## src/hw/scrmbl_params.svh

```systemverilog
// sizing for the OTP scrambling datapath
// the round logic is PRESENT-128 only, so block and key widths are fixed
// SCRMBL_CNT_W has to hold SCRMBL_ROUNDS - 1
`ifndef SCRMBL_PARAMS_SVH
`define SCRMBL_PARAMS_SVH

// data block and cipher key
`define SCRMBL_BLOCK_W 64
`define SCRMBL_KEY_W 128

// iterative cipher, one round per cycle
`define SCRMBL_ROUNDS 31
`define SCRMBL_CNT_W 5

// fixed key table and digest constant / IV sets
`define SCRMBL_NUM_KEYS 4
`define SCRMBL_NUM_DIGEST 2

// sel_i indexes the key table, its lsbs index the digest sets
`define SCRMBL_SEL_W 2

`endif
```

## src/hw/scrmbl_const_pkg.sv

```systemverilog
// data types and netlist constants of the scrambling datapath
// keys, finalization constants and IVs are fixed at build time
// table sizes follow scrmbl_params.svh
`include "scrmbl_params.svh"

package scrmbl_const_pkg;

  typedef logic [`SCRMBL_BLOCK_W-1:0] block_t;
  typedef logic [`SCRMBL_KEY_W-1:0] key_t;

  ////////////////////
  // encryption keys
  ////////////////////

  // index is sel_i on Encrypt
  localparam key_t ScrmblKeys [`SCRMBL_NUM_KEYS] = '{
    128'h3BA7_16F2_9C05_E48D_7A61_0FC3_B829_5D4E,
    128'h91E4_0A7C_D352_6B18_F0A9_2C74_E6B3_0D85,
    128'hC58F_2E93_47A1_B60D_18E7_5F3C_02D9_A46B,
    128'h6D02_B9F1_85CE_347A_E19B_C063_7F48_2A15
  };

  ////////////////////
  // digest sets
  ////////////////////

  // finalization constants, used as cipher key on DigestFinalize
  localparam key_t DigestConst [`SCRMBL_NUM_DIGEST] = '{
    128'hA4F8_3C17_05D2_E96B_8C31_7BE0_4F92_D65A,
    128'h1E6C_D08B_72F5_A943_35BA_E17C_9804_6FD2
  };

  // initial chaining values, loaded on DigestInit
  localparam block_t DigestIv [`SCRMBL_NUM_DIGEST] = '{
    64'h7C29_E0B4_5A13_F86D,
    64'hD3E5_618F_0B72_C49A
  };

endpackage

```

## src/hw/scrmbl_cmd_pkg.sv

```systemverilog
// control encodings for the scrambling datapath
// code 3'h0 carries no command and is ignored by the FSM
package scrmbl_cmd_pkg;

  // commands accepted in idle
  typedef enum logic [2:0] {
    CmdUnused      = 3'h0,
    Encrypt        = 3'h1,
    LoadShadow     = 3'h2,
    Digest         = 3'h3,
    DigestInit     = 3'h4,
    DigestFinalize = 3'h5
  } scrmbl_cmd_e;

  // chained mode builds the digest block from the last two encryptions
  typedef enum logic {
    StandardMode = 1'b0,
    ChainedMode  = 1'b1
  } digest_mode_e;

  // sequencer states, the spare code falls back to idle
  typedef enum logic [1:0] {
    IdleSt    = 2'h0,
    EncryptSt = 2'h1,
    DigestSt  = 2'h2
  } state_e;

  // data state register source
  typedef enum logic [1:0] {
    SelEncDataOut    = 2'h0,
    SelEncDataOutXor = 2'h1,
    SelDigestState   = 2'h2,
    SelDataInput     = 2'h3
  } data_sel_e;

  // key state register source
  typedef enum logic [2:0] {
    SelEncKeyOut     = 3'h0,
    SelEncKeyInit    = 3'h1,
    SelDigestConst   = 3'h2,
    SelDigestInput   = 3'h3,
    SelDigestChained = 3'h4
  } key_sel_e;

endpackage

```

## src/hw/scrmbl_top.sv

```systemverilog
// OTP scrambling datapath, PRESENT-128 encrypt and 128-bit digest
// one round per cycle, ready_o only in idle, no output back-pressure
// valid_o pulses one cycle, SCRMBL_ROUNDS edges after a round command
`timescale 1ns/1ps
`include "scrmbl_params.svh"

module scrmbl_top
  import scrmbl_cmd_pkg::*;
  import scrmbl_const_pkg::*;
(
  input  logic                     clk_i,
  input  logic                     rst_ni,
  input  scrmbl_cmd_e              cmd_i,
  input  digest_mode_e             mode_i,
  input  logic [`SCRMBL_SEL_W-1:0] sel_i,
  input  block_t                   data_i,
  input  logic                     valid_i,
  output logic                     ready_o,
  output block_t                   data_o,
  output logic                     valid_o
);

  // sequencer controls
  data_sel_e data_sel;
  key_sel_e  key_sel;
  logic      data_en, key_en;
  logic      shadow_copy, shadow_load;
  logic      digest_en, digest_init;
  logic      last_round;

  // round counter
  logic                     cnt_clr, cnt_en, cnt_last;
  logic [`SCRMBL_CNT_W-1:0] cnt;

  // round unit in and out
  block_t data_state, round_data;
  key_t   key_state, round_key;

  scrmbl_fsm u_fsm (
    .clk_i        (clk_i),
    .rst_ni       (rst_ni),
    .cmd_i        (cmd_i),
    .mode_i       (mode_i),
    .valid_i      (valid_i),
    .cnt_last_i   (cnt_last),
    .ready_o      (ready_o),
    .valid_o      (valid_o),
    .cnt_clr_o    (cnt_clr),
    .cnt_en_o     (cnt_en),
    .data_sel_o   (data_sel),
    .key_sel_o    (key_sel),
    .data_en_o    (data_en),
    .key_en_o     (key_en),
    .shadow_copy_o(shadow_copy),
    .shadow_load_o(shadow_load),
    .digest_en_o  (digest_en),
    .digest_init_o(digest_init),
    .last_round_o (last_round)
  );

  scrmbl_round_cnt u_round_cnt (
    .clk_i     (clk_i),
    .rst_ni    (rst_ni),
    .clr_i     (cnt_clr),
    .en_i      (cnt_en),
    .cnt_o     (cnt),
    .cnt_last_o(cnt_last)
  );

  scrmbl_datapath u_datapath (
    .clk_i        (clk_i),
    .rst_ni       (rst_ni),
    .data_i       (data_i),
    .sel_i        (sel_i),
    .data_sel_i   (data_sel),
    .key_sel_i    (key_sel),
    .data_en_i    (data_en),
    .key_en_i     (key_en),
    .shadow_copy_i(shadow_copy),
    .shadow_load_i(shadow_load),
    .digest_en_i  (digest_en),
    .digest_init_i(digest_init),
    .valid_i      (valid_o),
    .round_data_i (round_data),
    .round_key_i  (round_key),
    .data_state_o (data_state),
    .key_state_o  (key_state),
    .data_o       (data_o)
  );

  present_round u_present_round (
    .data_i(data_state),
    .key_i (key_state),
    .cnt_i (cnt),
    .last_i(last_round),
    .data_o(round_data),
    .key_o (round_key)
  );

endmodule

```

## src/hw/scrmbl_datapath.sv

```systemverilog
// working registers of the scrambling datapath
// digest sets are indexed by the low bits of sel_i only
// data_o is forced to zero outside the valid pulse
`timescale 1ns/1ps
`include "scrmbl_params.svh"

module scrmbl_datapath
  import scrmbl_cmd_pkg::*;
  import scrmbl_const_pkg::*;
(
  input  logic                     clk_i,
  input  logic                     rst_ni,
  input  block_t                   data_i,
  input  logic [`SCRMBL_SEL_W-1:0] sel_i,
  input  data_sel_e                data_sel_i,
  input  key_sel_e                 key_sel_i,
  input  logic                     data_en_i,
  input  logic                     key_en_i,
  input  logic                     shadow_copy_i,
  input  logic                     shadow_load_i,
  input  logic                     digest_en_i,
  input  logic                     digest_init_i,
  input  logic                     valid_i,
  input  block_t                   round_data_i,
  input  key_t                     round_key_i,
  output block_t                   data_state_o,
  output key_t                     key_state_o,
  output block_t                   data_o
);

  localparam int DigestSelW = $clog2(`SCRMBL_NUM_DIGEST);

  key_t   key_state_d, key_state_q;
  block_t data_state_d, data_state_q;
  block_t data_shadow_q;
  block_t digest_state_d, digest_state_q;
  block_t round_data_xor;
  key_t   enc_key_mux;
  key_t   digest_const_mux;
  block_t digest_iv_mux;

  ////////////////////
  // table selection
  ////////////////////

  assign enc_key_mux      = ScrmblKeys[sel_i];
  assign digest_const_mux = DigestConst[sel_i[DigestSelW-1:0]];
  assign digest_iv_mux    = DigestIv[sel_i[DigestSelW-1:0]];

  // Davies-Meyer feed forward
  assign round_data_xor = round_data_i ^ digest_state_q;

  always_comb begin : p_data_mux
    case (data_sel_i)
      SelEncDataOut:    data_state_d = round_data_i;
      SelEncDataOutXor: data_state_d = round_data_xor;
      SelDigestState:   data_state_d = digest_state_q;
      default:          data_state_d = data_i;
    endcase
  end

  // digest blocks, new data on top and shadow below
  always_comb begin : p_key_mux
    case (key_sel_i)
      SelEncKeyOut:     key_state_d = round_key_i;
      SelEncKeyInit:    key_state_d = enc_key_mux;
      SelDigestConst:   key_state_d = digest_const_mux;
      SelDigestChained: key_state_d = {data_state_q, data_shadow_q};
      default:          key_state_d = {data_i, data_shadow_q};
    endcase
  end

  // IV on init, chaining value otherwise
  assign digest_state_d = digest_init_i ? digest_iv_mux : round_data_xor;

  ////////////////////
  // registers
  ////////////////////

  always_ff @(posedge clk_i or negedge rst_ni) begin : p_regs
    if (!rst_ni) begin
      key_state_q    <= '0;
      data_state_q   <= '0;
      data_shadow_q  <= '0;
      digest_state_q <= '0;
    end else begin
      if (key_en_i) begin
        key_state_q <= key_state_d;
      end
      if (data_en_i) begin
        data_state_q <= data_state_d;
      end
      // chained mode copies the last encrypt result
      if (shadow_copy_i) begin
        data_shadow_q <= data_state_q;
      end else if (shadow_load_i) begin
        data_shadow_q <= data_i;
      end
      if (digest_en_i) begin
        digest_state_q <= digest_state_d;
      end
    end
  end

  assign data_state_o = data_state_q;
  assign key_state_o  = key_state_q;
  assign data_o       = valid_i ? data_state_q : '0;

endmodule

```

## src/hw/scrmbl_fsm.sv

```systemverilog
// command decoder and round sequencer
// commands are taken only in idle, one operation in flight at a time
// LoadShadow and DigestInit finish on the accepting edge without valid_o
`timescale 1ns/1ps

module scrmbl_fsm
  import scrmbl_cmd_pkg::*;
(
  input  logic         clk_i,
  input  logic         rst_ni,
  input  scrmbl_cmd_e  cmd_i,
  input  digest_mode_e mode_i,
  input  logic         valid_i,
  input  logic         cnt_last_i,
  output logic         ready_o,
  output logic         valid_o,
  output logic         cnt_clr_o,
  output logic         cnt_en_o,
  output data_sel_e    data_sel_o,
  output key_sel_e     key_sel_o,
  output logic         data_en_o,
  output logic         key_en_o,
  output logic         shadow_copy_o,
  output logic         shadow_load_o,
  output logic         digest_en_o,
  output logic         digest_init_o,
  output logic         last_round_o
);

  state_e       state_d, state_q;
  digest_mode_e digest_mode_d, digest_mode_q;
  logic         valid_d, valid_q;

  always_comb begin : p_fsm
    state_d       = state_q;
    digest_mode_d = digest_mode_q;
    valid_d       = 1'b0;
    ready_o       = 1'b0;
    cnt_clr_o     = 1'b0;
    cnt_en_o      = 1'b0;
    data_sel_o    = SelDataInput;
    key_sel_o     = SelDigestInput;
    data_en_o     = 1'b0;
    key_en_o      = 1'b0;
    shadow_copy_o = 1'b0;
    shadow_load_o = 1'b0;
    digest_en_o   = 1'b0;
    digest_init_o = 1'b0;
    last_round_o  = 1'b0;

    case (state_q)
      ////////////////////
      // idle, decode and load working registers
      IdleSt: begin
        ready_o   = 1'b1;
        cnt_clr_o = 1'b1;
        if (valid_i) begin
          case (cmd_i)
            Encrypt: begin
              state_d   = EncryptSt;
              key_sel_o = SelEncKeyInit;
              data_en_o = 1'b1;
              key_en_o  = 1'b1;
            end
            LoadShadow: begin
              // chained mode keeps the previous encryption result
              if (digest_mode_q == ChainedMode) begin
                shadow_copy_o = 1'b1;
              end else begin
                shadow_load_o = 1'b1;
              end
            end
            Digest: begin
              state_d    = DigestSt;
              data_sel_o = SelDigestState;
              key_sel_o  = (digest_mode_q == ChainedMode) ? SelDigestChained : SelDigestInput;
              data_en_o  = 1'b1;
              key_en_o   = 1'b1;
            end
            DigestInit: begin
              digest_mode_d = mode_i;
              digest_init_o = 1'b1;
              digest_en_o   = 1'b1;
            end
            DigestFinalize: begin
              state_d       = DigestSt;
              data_sel_o    = SelDigestState;
              key_sel_o     = SelDigestConst;
              data_en_o     = 1'b1;
              key_en_o      = 1'b1;
              digest_mode_d = StandardMode;
            end
            default: begin
              // unused code, nothing happens
            end
          endcase
        end
      end
      ////////////////////
      // cipher rounds
      EncryptSt: begin
        data_sel_o   = SelEncDataOut;
        key_sel_o    = SelEncKeyOut;
        data_en_o    = 1'b1;
        key_en_o     = 1'b1;
        cnt_en_o     = 1'b1;
        last_round_o = cnt_last_i;
        if (cnt_last_i) begin
          state_d = IdleSt;
          valid_d = 1'b1;
        end
      end
      ////////////////////
      // Davies-Meyer step on the same rounds
      DigestSt: begin
        data_sel_o   = SelEncDataOut;
        key_sel_o    = SelEncKeyOut;
        data_en_o    = 1'b1;
        key_en_o     = 1'b1;
        cnt_en_o     = 1'b1;
        last_round_o = cnt_last_i;
        if (cnt_last_i) begin
          state_d     = IdleSt;
          valid_d     = 1'b1;
          // feed forward and keep a copy, encrypts may come in between
          data_sel_o  = SelEncDataOutXor;
          digest_en_o = 1'b1;
        end
      end
      default: begin
        state_d = IdleSt;
      end
    endcase
  end

  always_ff @(posedge clk_i or negedge rst_ni) begin : p_regs
    if (!rst_ni) begin
      state_q       <= IdleSt;
      digest_mode_q <= StandardMode;
      valid_q       <= 1'b0;
    end else begin
      state_q       <= state_d;
      digest_mode_q <= digest_mode_d;
      valid_q       <= valid_d;
    end
  end

  // one cycle pulse after the last round edge
  assign valid_o = valid_q;

endmodule

```

## src/hw/scrmbl_round_cnt.sv

```systemverilog
// round counter for the iterative cipher
// clr_i wins over en_i, the count does not wrap on its own
`timescale 1ns/1ps
`include "scrmbl_params.svh"

module scrmbl_round_cnt (
  input  logic                     clk_i,
  input  logic                     rst_ni,
  input  logic                     clr_i,
  input  logic                     en_i,
  output logic [`SCRMBL_CNT_W-1:0] cnt_o,
  output logic                     cnt_last_o
);

  localparam int unsigned LastRoundInt = `SCRMBL_ROUNDS - 1;
  localparam logic [`SCRMBL_CNT_W-1:0] LastRound = LastRoundInt[`SCRMBL_CNT_W-1:0];

  logic [`SCRMBL_CNT_W-1:0] cnt_q;

  always_ff @(posedge clk_i or negedge rst_ni) begin : p_cnt
    if (!rst_ni) begin
      cnt_q <= '0;
    end else if (clr_i) begin
      cnt_q <= '0;
    end else if (en_i) begin
      cnt_q <= cnt_q + 1'b1;
    end
  end

  assign cnt_o = cnt_q;

  // high during the final round cycle
  assign cnt_last_o = (cnt_q == LastRound);

endmodule

```

## src/hw/present_round.sv

```systemverilog
// single PRESENT-128 encryption round, purely combinational
// cnt_i counts from 0, the schedule uses round number cnt_i + 1
// last_i adds the final whitening key to the data output
`timescale 1ns/1ps
`include "scrmbl_params.svh"

module present_round
  import scrmbl_const_pkg::*;
(
  input  block_t                   data_i,
  input  key_t                     key_i,
  input  logic [`SCRMBL_CNT_W-1:0] cnt_i,
  input  logic                     last_i,
  output block_t                   data_o,
  output key_t                     key_o
);

  // 4-bit sbox, nibble n holds S(n)
  localparam logic [15:0][3:0] Sbox = 64'h2174_8FE3_DA09_B65C;

  block_t                   state_key;
  block_t                   state_sub;
  block_t                   state_perm;
  key_t                     key_rot;
  key_t                     key_next;
  logic [`SCRMBL_CNT_W-1:0] round_idx;

  ////////////////////
  // data path
  ////////////////////

  // add round key, upper half of the key register
  assign state_key = data_i ^ key_i[`SCRMBL_KEY_W-1 -: `SCRMBL_BLOCK_W];

  // substitution layer on all 16 nibbles
  always_comb begin : p_sbox
    for (int i = 0; i < 16; i++) begin
      state_sub[4*i +: 4] = Sbox[state_key[4*i +: 4]];
    end
  end

  // bit i moves to 16*i mod 63, bit 63 stays put
  always_comb begin : p_perm
    for (int i = 0; i < 63; i++) begin
      state_perm[(16*i) % 63] = state_sub[i];
    end
    state_perm[63] = state_sub[63];
  end

  ////////////////////
  // key schedule
  ////////////////////

  assign round_idx = cnt_i + 1'b1;

  // rotate left by 61
  assign key_rot = {key_i[66:0], key_i[127:67]};

  always_comb begin : p_key
    key_next          = key_rot;
    // top two nibbles through the sbox
    key_next[127:124] = Sbox[key_rot[127:124]];
    key_next[123:120] = Sbox[key_rot[123:120]];
    // round counter xor
    key_next[66:62]   = key_rot[66:62] ^ round_idx;
  end

  assign key_o = key_next;

  // final whitening after round 31
  assign data_o = last_i ? (state_perm ^ key_next[`SCRMBL_KEY_W-1 -: `SCRMBL_BLOCK_W])
                         : state_perm;

endmodule

```

## config.mk

```make
export PLATFORM = sky130hd
export DESIGN_NAME = scrmbl_top
export DESIGN_NICKNAME = d
export VERILOG_FILES = /design/src/hw/scrmbl_const_pkg.sv /design/src/hw/scrmbl_cmd_pkg.sv /design/src/hw/scrmbl_top.sv /design/src/hw/scrmbl_datapath.sv /design/src/hw/scrmbl_fsm.sv /design/src/hw/scrmbl_round_cnt.sv /design/src/hw/present_round.sv
export VERILOG_INCLUDE_DIRS = /design/src /design/src/hw
export SDC_FILE = /design/constraint.sdc
export NUM_CORES = 1
export LEC_CHECK = 0
export BUFFER_PORTS_ARGS = -buffer_cell sky130_fd_sc_hd__buf_2
export CORE_MARGIN = 5
export CORE_UTILIZATION = 40
export CTS_BUF_LIST = sky130_fd_sc_hd__clkbuf_8
export CTS_CLUSTER_DIAMETER = 150
export DETAILED_ROUTE_END_ITERATION = 16
export SYNTH_ARGS = -nofsm -noshare
export SYNTH_HDL_FRONTEND = slang
export SYNTH_SLANG_ARGS = --single-unit
```

## constraint.sdc

```tcl
create_clock -name clk_i -period 2.98 [get_ports clk_i]
set_clock_uncertainty 0.1 [all_clocks]
set_input_delay 0.149 -clock clk_i [delete_from_list [all_inputs] [get_ports clk_i]]
set_output_delay 0.149 -clock clk_i [all_outputs]
set_load 0.01 [all_outputs]
```

# ---- Word level (Yosys, flattened, before mapping)
# Memories as Yosys holds them, arrays and structs flattened.
# Index checks and enable logic that the tools add are counted.
dict set report word_totals {
  ff_bits 329
  romBits 1152
  input_bits 73
  output_inout_bits 66
  word_cells 149
  memories 18
}
dict set report classes {
  n_addsub 1
  order_cmp 20
  eq_ne 16
  n_mux 69
  n_bitwise 6
  n_reduce_logical 11
}
# name words width read_ports rd_ports_with_merged_regs write_ports line
set mem_list {}
lappend mem_list {{(name not given)} 16 4 1 0 0 present_round.sv:38} ;# state_sub[4*i +: 4] = Sbox[state_key[4*i +: 4]];
lappend mem_list {{(name not given)} 16 4 1 0 0 present_round.sv:38}
lappend mem_list {{(name not given)} 16 4 1 0 0 present_round.sv:38}
lappend mem_list {{(name not given)} 16 4 1 0 0 present_round.sv:38}
lappend mem_list {{(name not given)} 16 4 1 0 0 present_round.sv:38}
lappend mem_list {{(name not given)} 16 4 1 0 0 present_round.sv:38}
lappend mem_list {{12 more memories} -- -- -- -- -- --}
# operator n
set ops {}
lappend ops {{128-bit two-way mux} 5}
lappend ops {{64-bit two-way mux} 8}
lappend ops {{128-bit one-hot mux with 4 select lines} 1}
lappend ops {{128-bit binary-select mux with 2-bit select} 1}
lappend ops {{64-bit one-hot mux with 3 select lines} 1}
lappend ops {{64-bit XOR} 3}
lappend ops {{4-bit by 5-bit < comparator with 1-bit output, second input constant} 18}
lappend ops {{4-bit two-way mux} 18}
lappend ops {{1-bit two-way mux} 20}
lappend ops {{5-bit two-way mux} 2}
lappend ops {{3-bit by 2-bit == test with 1-bit output, second input constant} 3}
lappend ops {{3-bit == test, second input constant} 3}
lappend ops {{3-bit one-hot mux with 3 select lines} 1}
lappend ops {{2-bit one-hot mux with 2 select lines} 2}
lappend ops {{3-bit by 1-bit == test with 1-bit output, second input constant} 2}
lappend ops {{2-bit two-way mux} 3}
lappend ops {{3-bit two-way mux} 2}
lappend ops {{1-bit one-hot mux with 2 select lines} 3}
lappend ops {{2-bit one-hot mux with 3 select lines} 1}
lappend ops {{3-bit one-hot mux with 2 select lines} 1}
lappend ops {{3-bit AND reduction} 2}
lappend ops {{2-bit nonzero test} 3}
lappend ops {{5-bit by 1-bit adder with 5-bit output, second input constant} 1}
lappend ops {{5-bit == test, second input constant} 1}
lappend ops {{14 further kinds} 18}

# ---- Depth between registers and ports, before layout
# Gate-level depths: netlist of the first run.
dict set report logic_depth {
  depth_word 7
  ltp_mapped 12
  mapped_depth_nobuf 9
}

# ---- Modules after synthesis
# A second synthesis of the first run with hierarchy kept.
dict set report unflattened {
  cells_unflattened 2863
  hier_area_um2 24632.4
}
# module instances cells_each area_per_inst_um2 seq_area_each_um2
set by_module_without_submodules {}
lappend by_module_without_submodules {scrmbl_datapath 1 2147 18418.9 8007.7}
lappend by_module_without_submodules {present_round 1 637 5480.3 0.0}
lappend by_module_without_submodules {scrmbl_fsm 1 54 454.2 100.1}
lappend by_module_without_submodules {scrmbl_round_cnt 1 25 279.0 125.1}

# ---- Least setup slack after synthesis of the first run
# OpenSTA, ideal clock, no wires.
dict set report synth_path {
  kind {reg-to-reg}
  startpoint {register u_datapath.key_state_q[65] (netlist: u_datapath.key_state_o[65])}
  endpoint {register u_datapath.digest_state_q[32]}
  setup_time_ns 0.078
  arrival_time_ns 2.309
  required_ns 2.802
  setup_slack_ns 0.493
  stages_incl_launch_ff 10
  path_buffers 1
  synth_period_minus_slack_ns 2.487
  path_cell_list {dfrtp_1 -> buf_2 -> xnor2_1 -> inv_1 -> ha_1 -> mux4_2 -> xor2_1 -> nand2_1 -> xor2_1 -> a21oi_1}
}
dict set report synth_via {
  elab_chain_len 7
}
# element line
set synth_lines {}
lappend synth_lines {{from (decl)} scrmbl_datapath.sv:33} ;# key_t key_state_d, key_state_q;
lappend synth_lines {{from (signal assigned)} scrmbl_datapath.sv:88} ;# key_state_q <= key_state_d;
lappend synth_lines {{64-bit XOR (*)} present_round.sv:33} ;# assign state_key = data_i ^ key_i[`SCRMBL_KEY_W-1 -: `SCRMBL_BLOCK_W];
lappend synth_lines {{memory 16 x 4 bit (*)} --}
lappend synth_lines {{4-bit two-way mux (not written as such) (*)} present_round.sv:38}
lappend synth_lines {{64-bit XOR} present_round.sv:71} ;# assign data_o = last_i ? (state_perm ^ key_next[`SCRMBL_KEY_W-1 -: `SCRMBL_BLOCK_W])
lappend synth_lines {{64-bit two-way mux (*)} present_round.sv:71}
lappend synth_lines {{64-bit XOR (*)} scrmbl_datapath.sv:51} ;# assign round_data_xor = round_data_i ^ digest_state_q;
lappend synth_lines {{64-bit two-way mux (*)} scrmbl_datapath.sv:74} ;# assign digest_state_d = digest_init_i ? digest_iv_mux : round_data_xor;
lappend synth_lines {{to (signal assigned)} scrmbl_datapath.sv:100} ;# digest_state_q <= digest_state_d;
lappend synth_lines {{to (decl)} scrmbl_datapath.sv:36} ;# block_t digest_state_d, digest_state_q;
# Every way passes the cells marked *; elsewhere a longest branch is shown, timed or not. The select of a mux whose other input is x is not followed.
# A chain may end at the register's enable or synchronous reset.

# ---- Worst setup path in the final report of the first run
dict set report layout_path {
  startpoint {register u_datapath.data_state_q[40] (netlist: u_datapath.data_state_o[40])}
  endpoint {register u_datapath.digest_state_q[58]}
}
dict set report layout_via {
  elab_chain_len 7
}
# element line
set layout_lines {}
lappend layout_lines {{from (decl)} scrmbl_datapath.sv:34} ;# block_t data_state_d, data_state_q;
lappend layout_lines {{from (signal assigned)} scrmbl_datapath.sv:91} ;# data_state_q <= data_state_d;
lappend layout_lines {{64-bit XOR (*)} present_round.sv:33}
lappend layout_lines {{memory 16 x 4 bit (*)} --}
lappend layout_lines {{4-bit two-way mux (not written as such) (*)} present_round.sv:38}
lappend layout_lines {{64-bit XOR} present_round.sv:71}
lappend layout_lines {{64-bit two-way mux (*)} present_round.sv:71}
lappend layout_lines {{64-bit XOR (*)} scrmbl_datapath.sv:51}
lappend layout_lines {{64-bit two-way mux (*)} scrmbl_datapath.sv:74}
# Marked as above.

==> metrics.cfg, run 1 <==
[sta]
worst_slew_pin_slew_ns=1.03
post-route-period-util_pct=95.4
fin_ws_ns=0.139
max_freq_mhz=352
relSlewSlack_pct=31.3
fin_tns_setup_ns=0
post-route-min-period_ns=2.84
slew_viol_final=0
rsz0062_at_grt=no
setup_viol=0
hold_viol=0

[run_status]
status=completed

[grt]
grt_pass1_wl_um=137000
antenna_found_initial=1
grt_max_degree=129
grt_overflow=0
first_global_vias=21200
gr-usage-all-layers_pct=29.7

[synth]
yosysWarnings=0
syn_nets=2624
ys_ff_latch=329
ys.flop_type=dfrtp_1
syn_area_um2=22300
yosysSeqAreaShare_pct=36.9
syn_area_per_cell_um2=9.10
synth_edf_count=0
async_flop_share_pct=100
syn_inst=2448
ys_types=73

[routing]
antenna_left=0
wirelength_um=92100
detail_route.first_pass.iterations=6
vias=21300
drc=0
dr.max_layer_used=met4
wl_met1_um=35900
drt_iter0_markers=2514
wl_per_cell_um=26.5
viasPerCell=6.13
wl_met2_um=41600
wl_met3_um=9380

[clock_tree]
cts_buffers=60
ctsRootBufferMaster=clkbuf_8
clk_latency_ns=0.71
clockBufferDepth=3
path_clk_slew_ns=0.06
clock-sinks=329
cts_setup_buffers=0
cts_tree=yes
htree_levels=2

[layout]
layout-drive-gt1-share_pct=16.8
area_growth_pct=18.7
final_common_cell=dfrtp_1
n_antenna_cell=0
layout_common_cells=dfrtp_1 (327), nand2_1 (326), o21ai_0 (217)
final_nets=2855

[worst_setup_path]
cp_slowest_cell=dfrtp_1
cp-end-kind=flop
path_cells=xnor2_1, inv_1, ha_1, mux2i_1, a21oi_1, buf_4, xnor2_1, o21ai_0, a31oi_1
startpoint_type=flop
ff2ff_setup_slack_ns=0.14
path_delay_family=XOR/XNOR gates
max_stage_delay_ns=0.48
crit_fanout=5
cp.required_ns=3.51
worstSetupPathType=flop to flop
arrival_ns=3.37
crit_top_cell=xnor2_1
cp_num_buf_inv=2

[worst_hold_path]
min_path_type=input port to asynchronous set/reset pin

[placement]
portBuffers=138
gp_congestion=0.936
dpl.hpwl_um=64100
pre_cts_ws_ns=-0.129

[floorplanning]
coreArea_um2=55200
start_util_pct=40.4
dieArea_um2=60500
die_h_um=246
die_width_um=246
fp-row-count=86
io_pins=139

[run]
drv_cap=0

==> cells in the mapped netlist (73+ instances only) <==
library cell  instances  share of area, %
a21oi_1             131               2.9
a221oi_1             73               2.9
a31oi_1              84               2.4
and2_1               77               2.2
clkbuf_1            107               1.8
dfrtp_1             329                37
ha_1                103               5.8
inv_1                87               1.5
mux2i_1             107               4.8
nand2_1             329               5.5
nor2_1              125               2.1
o21ai_0             217               4.9
o22ai_1              87               2.4
xnor2_1              86               3.4
==> cell families after synthesis <==
group           count (synthesis)  synth area share (%)
compound gates                731                  20.8
xor+xnor                      178                  8.29
mux                           147                  8.59
simple gates                  688                  14.4
fa+ha+maj                     103                  5.78
buf+inv                       272                  5.24
flops                         329                  36.9
==> path summary, 6_finish.rpt <==
path	cells after the start	to	from
worst max-delay path	9	u_datapath.digest_state_q[58]	u_datapath.data_state_o[40]
worst min-delay path	2	u_datapath.digest_state_q[48]	rst_ni
worst max register to register	9	u_datapath.digest_state_q[58]	u_datapath.data_state_o[40]
worst min register to register	2	u_datapath.data_shadow_q[40]	u_datapath.data_shadow_q[40]
max in group asynchronous	3	u_datapath.data_shadow_q[3]	rst_ni
min in group clk_i	5	u_fsm.state_q[0]	cmd_i[1]
==> registers in the layout, indices dropped and copies added (netlist names) <==
name,cells
u_round_cnt.cnt_o,5
u_datapath.data_state_o,64
u_datapath.digest_state_q,64
u_fsm.digest_mode_q,1
u_fsm.valid_o,1
u_datapath.data_shadow_q,64
u_fsm.state_q,2
u_datapath.key_state_o,128
==> final cells by class <==
cell class | count | area [um^2]
fill | 5267 | 28700
multi-input combinational | 1847 | 13000
timing repair buffer | 353 | 2790
sequential | 329 | 8240
inverter | 88 | 330
tap | 748 | 936
clock buffer | 77 | 1060
clock inverter | 30 | 135
==> through the flow <==
stage | cells | util (%) | cell area [um^2] | hold WS (ns)
floorplan | 2448 | - | 22300 | -0.247
global placement | 3291 | 44.4 | 24500 | 0.153
detailed placement | 3291 | 44.4 | 24500 | 0.148
CTS | 3472 | 47.9 | 26400 | 0.00227
global route | 3472 | 47.9 | 26500 | 0.0540
finish | 3472 | 47.9 | 26500 | 0.00959
==> layer usage <==
layer  GRT usage [%]  up-vias
met5               0        -
met4            14.1        0
met3            6.80      244
met2            46.9     1255
met1            38.8    10500
li1                -     9274
==> what timing repair did <==
item                                    CTS  global route
gates cloned                              0             0
hold buffers                             74             0
hold endpoints to repair                483             0
endpoints found under the setup margin    6            12
gates resized for setup                   1             7
Power of run 1 is left out: the tool's default activity adds up to more than one toggle a clock period on the data nets, which glitch-free logic cannot reach.
==> inputs of run 2 (changes only) <==
- RECOVER_POWER: unset -> 100
==> run 2 against run 1 <==
Against the previous run:
- the run now ends with capacitance limit, slew limit left
- critical endpoint is now u_datapath.key_state_o[4]
- core utilization fell by 0.35 points
- critical path type unchanged
- clock-buffer cell count did not move
- fmax fell by 2.5%
- non-clock buffer count did not move
==> metrics.cfg, run 2 (synthesis results as in run 1) <==
[run_status]
status=finished, violations left  ; was completed
violations=capacitance limit, slew limit

[routing]
wirelength_um=92000  ; was 92100 um
viasPerCell=6.13  ; about the same
wl_per_cell_um=26.5  ; about the same
drt_iter0_markers=2466  ; was 2514
drc=0  ; unchanged
vias=21300  ; about the same
antenna_left=0  ; unchanged
detail_route.first_pass.iterations=6  ; unchanged

[layout]
finalNonFillerCells=3472  ; unchanged
fillers=5304  ; was 5267
largest_reg_flops=128  ; unchanged
final_nets=2855  ; unchanged
layout_common_cells=nand2_1 (327), dfrtp_1 (327), o21ai_0 (229)  ; was dfrtp_1 (327), nand2_1 (326), o21ai_0 (217)
n_antenna_cell=0  ; unchanged
layout-drive-gt1-share_pct=15.1  ; was 16.8%
stdcell_area_um2=26300  ; was 26500 um^2
area_growth_pct=17.9  ; was 18.7%

[worst_setup_path]
path_cells=inv_1, ha_4, nand2b_1, clkbuf_2, nor3_2, buf_4, and2_0, nor3_1, clkbuf_1, a21oi_1  ; was xnor2_1, inv_1, ha_1, mux2i_1, a21oi_1, buf_4, xnor2_1, o21ai_0, a31oi_1
arrival_ns=3.38  ; was 3.37 ns
cp_slowest_cell=nor3_1  ; was dfrtp_1
crit_fanout=14  ; was 5
cp_num_buf_inv=4  ; was 2
worstSetupPathType=flop to flop  ; unchanged
cp-end-kind=flop  ; unchanged
startpoint_type=flop  ; unchanged
path_delay_family=simple AND/OR/NAND/NOR gates  ; was XOR/XNOR gates
cp.required_ns=3.44  ; was 3.51 ns
max_stage_delay_ns=0.53  ; was 0.48 ns

[clock_tree]
cts_buffers=60  ; unchanged
path_clk_slew_ns=0.06  ; about the same
clock-sinks=329  ; unchanged
cts_setup_buffers=0  ; unchanged
ctsRootBufferMaster=clkbuf_8  ; unchanged
clk_latency_ns=0.71  ; about the same
htree_levels=2  ; unchanged
cts_tree=yes  ; unchanged
clockBufferDepth=3  ; unchanged

[sta]
rsz0062_at_grt=no  ; unchanged
hold_viol=0  ; unchanged
setup_viol=0  ; unchanged
post-route-period-util_pct=97.8  ; was 95.4%
post-route-min-period_ns=2.91  ; was 2.84 ns
max_freq_mhz=343  ; was 352 MHz
relSlewSlack_pct=-76.8  ; was 31.3%
worst_slew_pin_slew_ns=2.65  ; was 1.03 ns
slew_viol_final=207  ; was 0

[placement]
placedCellCount=3291  ; unchanged
portBuffers=138  ; unchanged
post_dp_cell_area_um2=24500  ; unchanged
gp_congestion=0.936  ; unchanged
dpl.hpwl_um=64100  ; unchanged

[floorplanning]
start_util_pct=40.4  ; unchanged
die_h_um=246  ; unchanged
die_width_um=246  ; unchanged
io_pins=139  ; unchanged
dieArea_um2=60500  ; unchanged
fp-row-count=86  ; unchanged
coreArea_um2=55200  ; unchanged

[grt]
antenna_found_initial=1  ; unchanged
gr-usage-all-layers_pct=29.7  ; unchanged
grt_max_degree=129  ; unchanged
first_global_vias=21200  ; unchanged
grt_pass1_wl_um=137000  ; unchanged
grt_overflow=0  ; unchanged

[run]
drv_cap=2  ; was 0

[worst_hold_path]
min_path_type=input port to flop  ; was input port to asynchronous set/reset pin

[run 2: changes by cell type in the layout (fill, tap and decap cells not counted), moves of 17 or more]
cell      before  now
clkbuf_1       0   42
buf_2        137  105
and2_0         3   33
and2_1        75   45
buf_4        118  101
[run 2: layout make-up]
class | count | area [um^2] | share of cell area [%]
multi-input combinational | 1847 | 12900 | 49.3
sequential | 329 | 8240 | 31.4
timing repair buffer | 353 | 2620 | 9.97
clock buffer | 77 | 1060 | 4.03
tap | 748 | 936 | 3.56
inverter | 88 | 330 | 1.26
clock inverter | 30 | 135 | 0.514
[run 2: what timing repair did]
item / in CTS / in global routing
endpoints found under the setup margin: 6 / 12
resized for setup: 1 / 7
hold buffers: 74 / 0
hold endpoints to repair: 483 / 0
[run 2: metrics by stage]
stage	util [%]	TNS [ns]	setup WS [ns]	hold slack, ns
2_1_floorplan	-	0	0.493	-0.247
3_3_place_gp	44.4	-0.0227	-0.0227	0.153
3_5_place_dp	44.4	-0.220	-0.129	0.148
4_1_cts	47.9	0	0.0584	0.00227
5_1_grt	47.6	0	0.0138	0.132
6_report	47.6	0	0.0659	0.0860
[run 2: per-layer routing]
layer	part of all wire, %	vias up	GRT usage (%)	wire length [um]
li1	-	9288	-	-
met1	39	10500	38.8	35900
met2	45	1205	46.9	41400
met3	10	257	6.80	9420
met4	5.7	0	14.1	5280
met5	0	-	0	0
[run 2: final timing paths]
path	start	endpoint	slack, ns	cells after the start
setup / recovery	u_fsm.state_q[1]	u_datapath.key_state_o[4]	0.07	10
hold / removal	cmd_i[1]	u_fsm.state_q[0]	0.09	5
setup reg to reg	u_fsm.state_q[1]	u_datapath.key_state_o[4]	0.07	10
hold reg to reg	u_datapath.data_shadow_q[40]	u_datapath.data_shadow_q[40]	0.38	2
max in group asynchronous	rst_ni	u_datapath.key_state_o[67]	0.38	3
min in group asynchronous	rst_ni	u_datapath.data_shadow_q[47]	0.72	2
[run 2: worst register-to-register path: stages (launching register included)]
cell      delay (ns)
dfrtp_1         0.40
inv_1           0.10
ha_4            0.17
nand2b_1        0.13
clkbuf_2        0.24
nor3_2          0.05
buf_4           0.21
and2_0          0.35
nor3_1          0.54
clkbuf_1        0.37
a21oi_1         0.12
Power of run 2 is left out for the same reason.
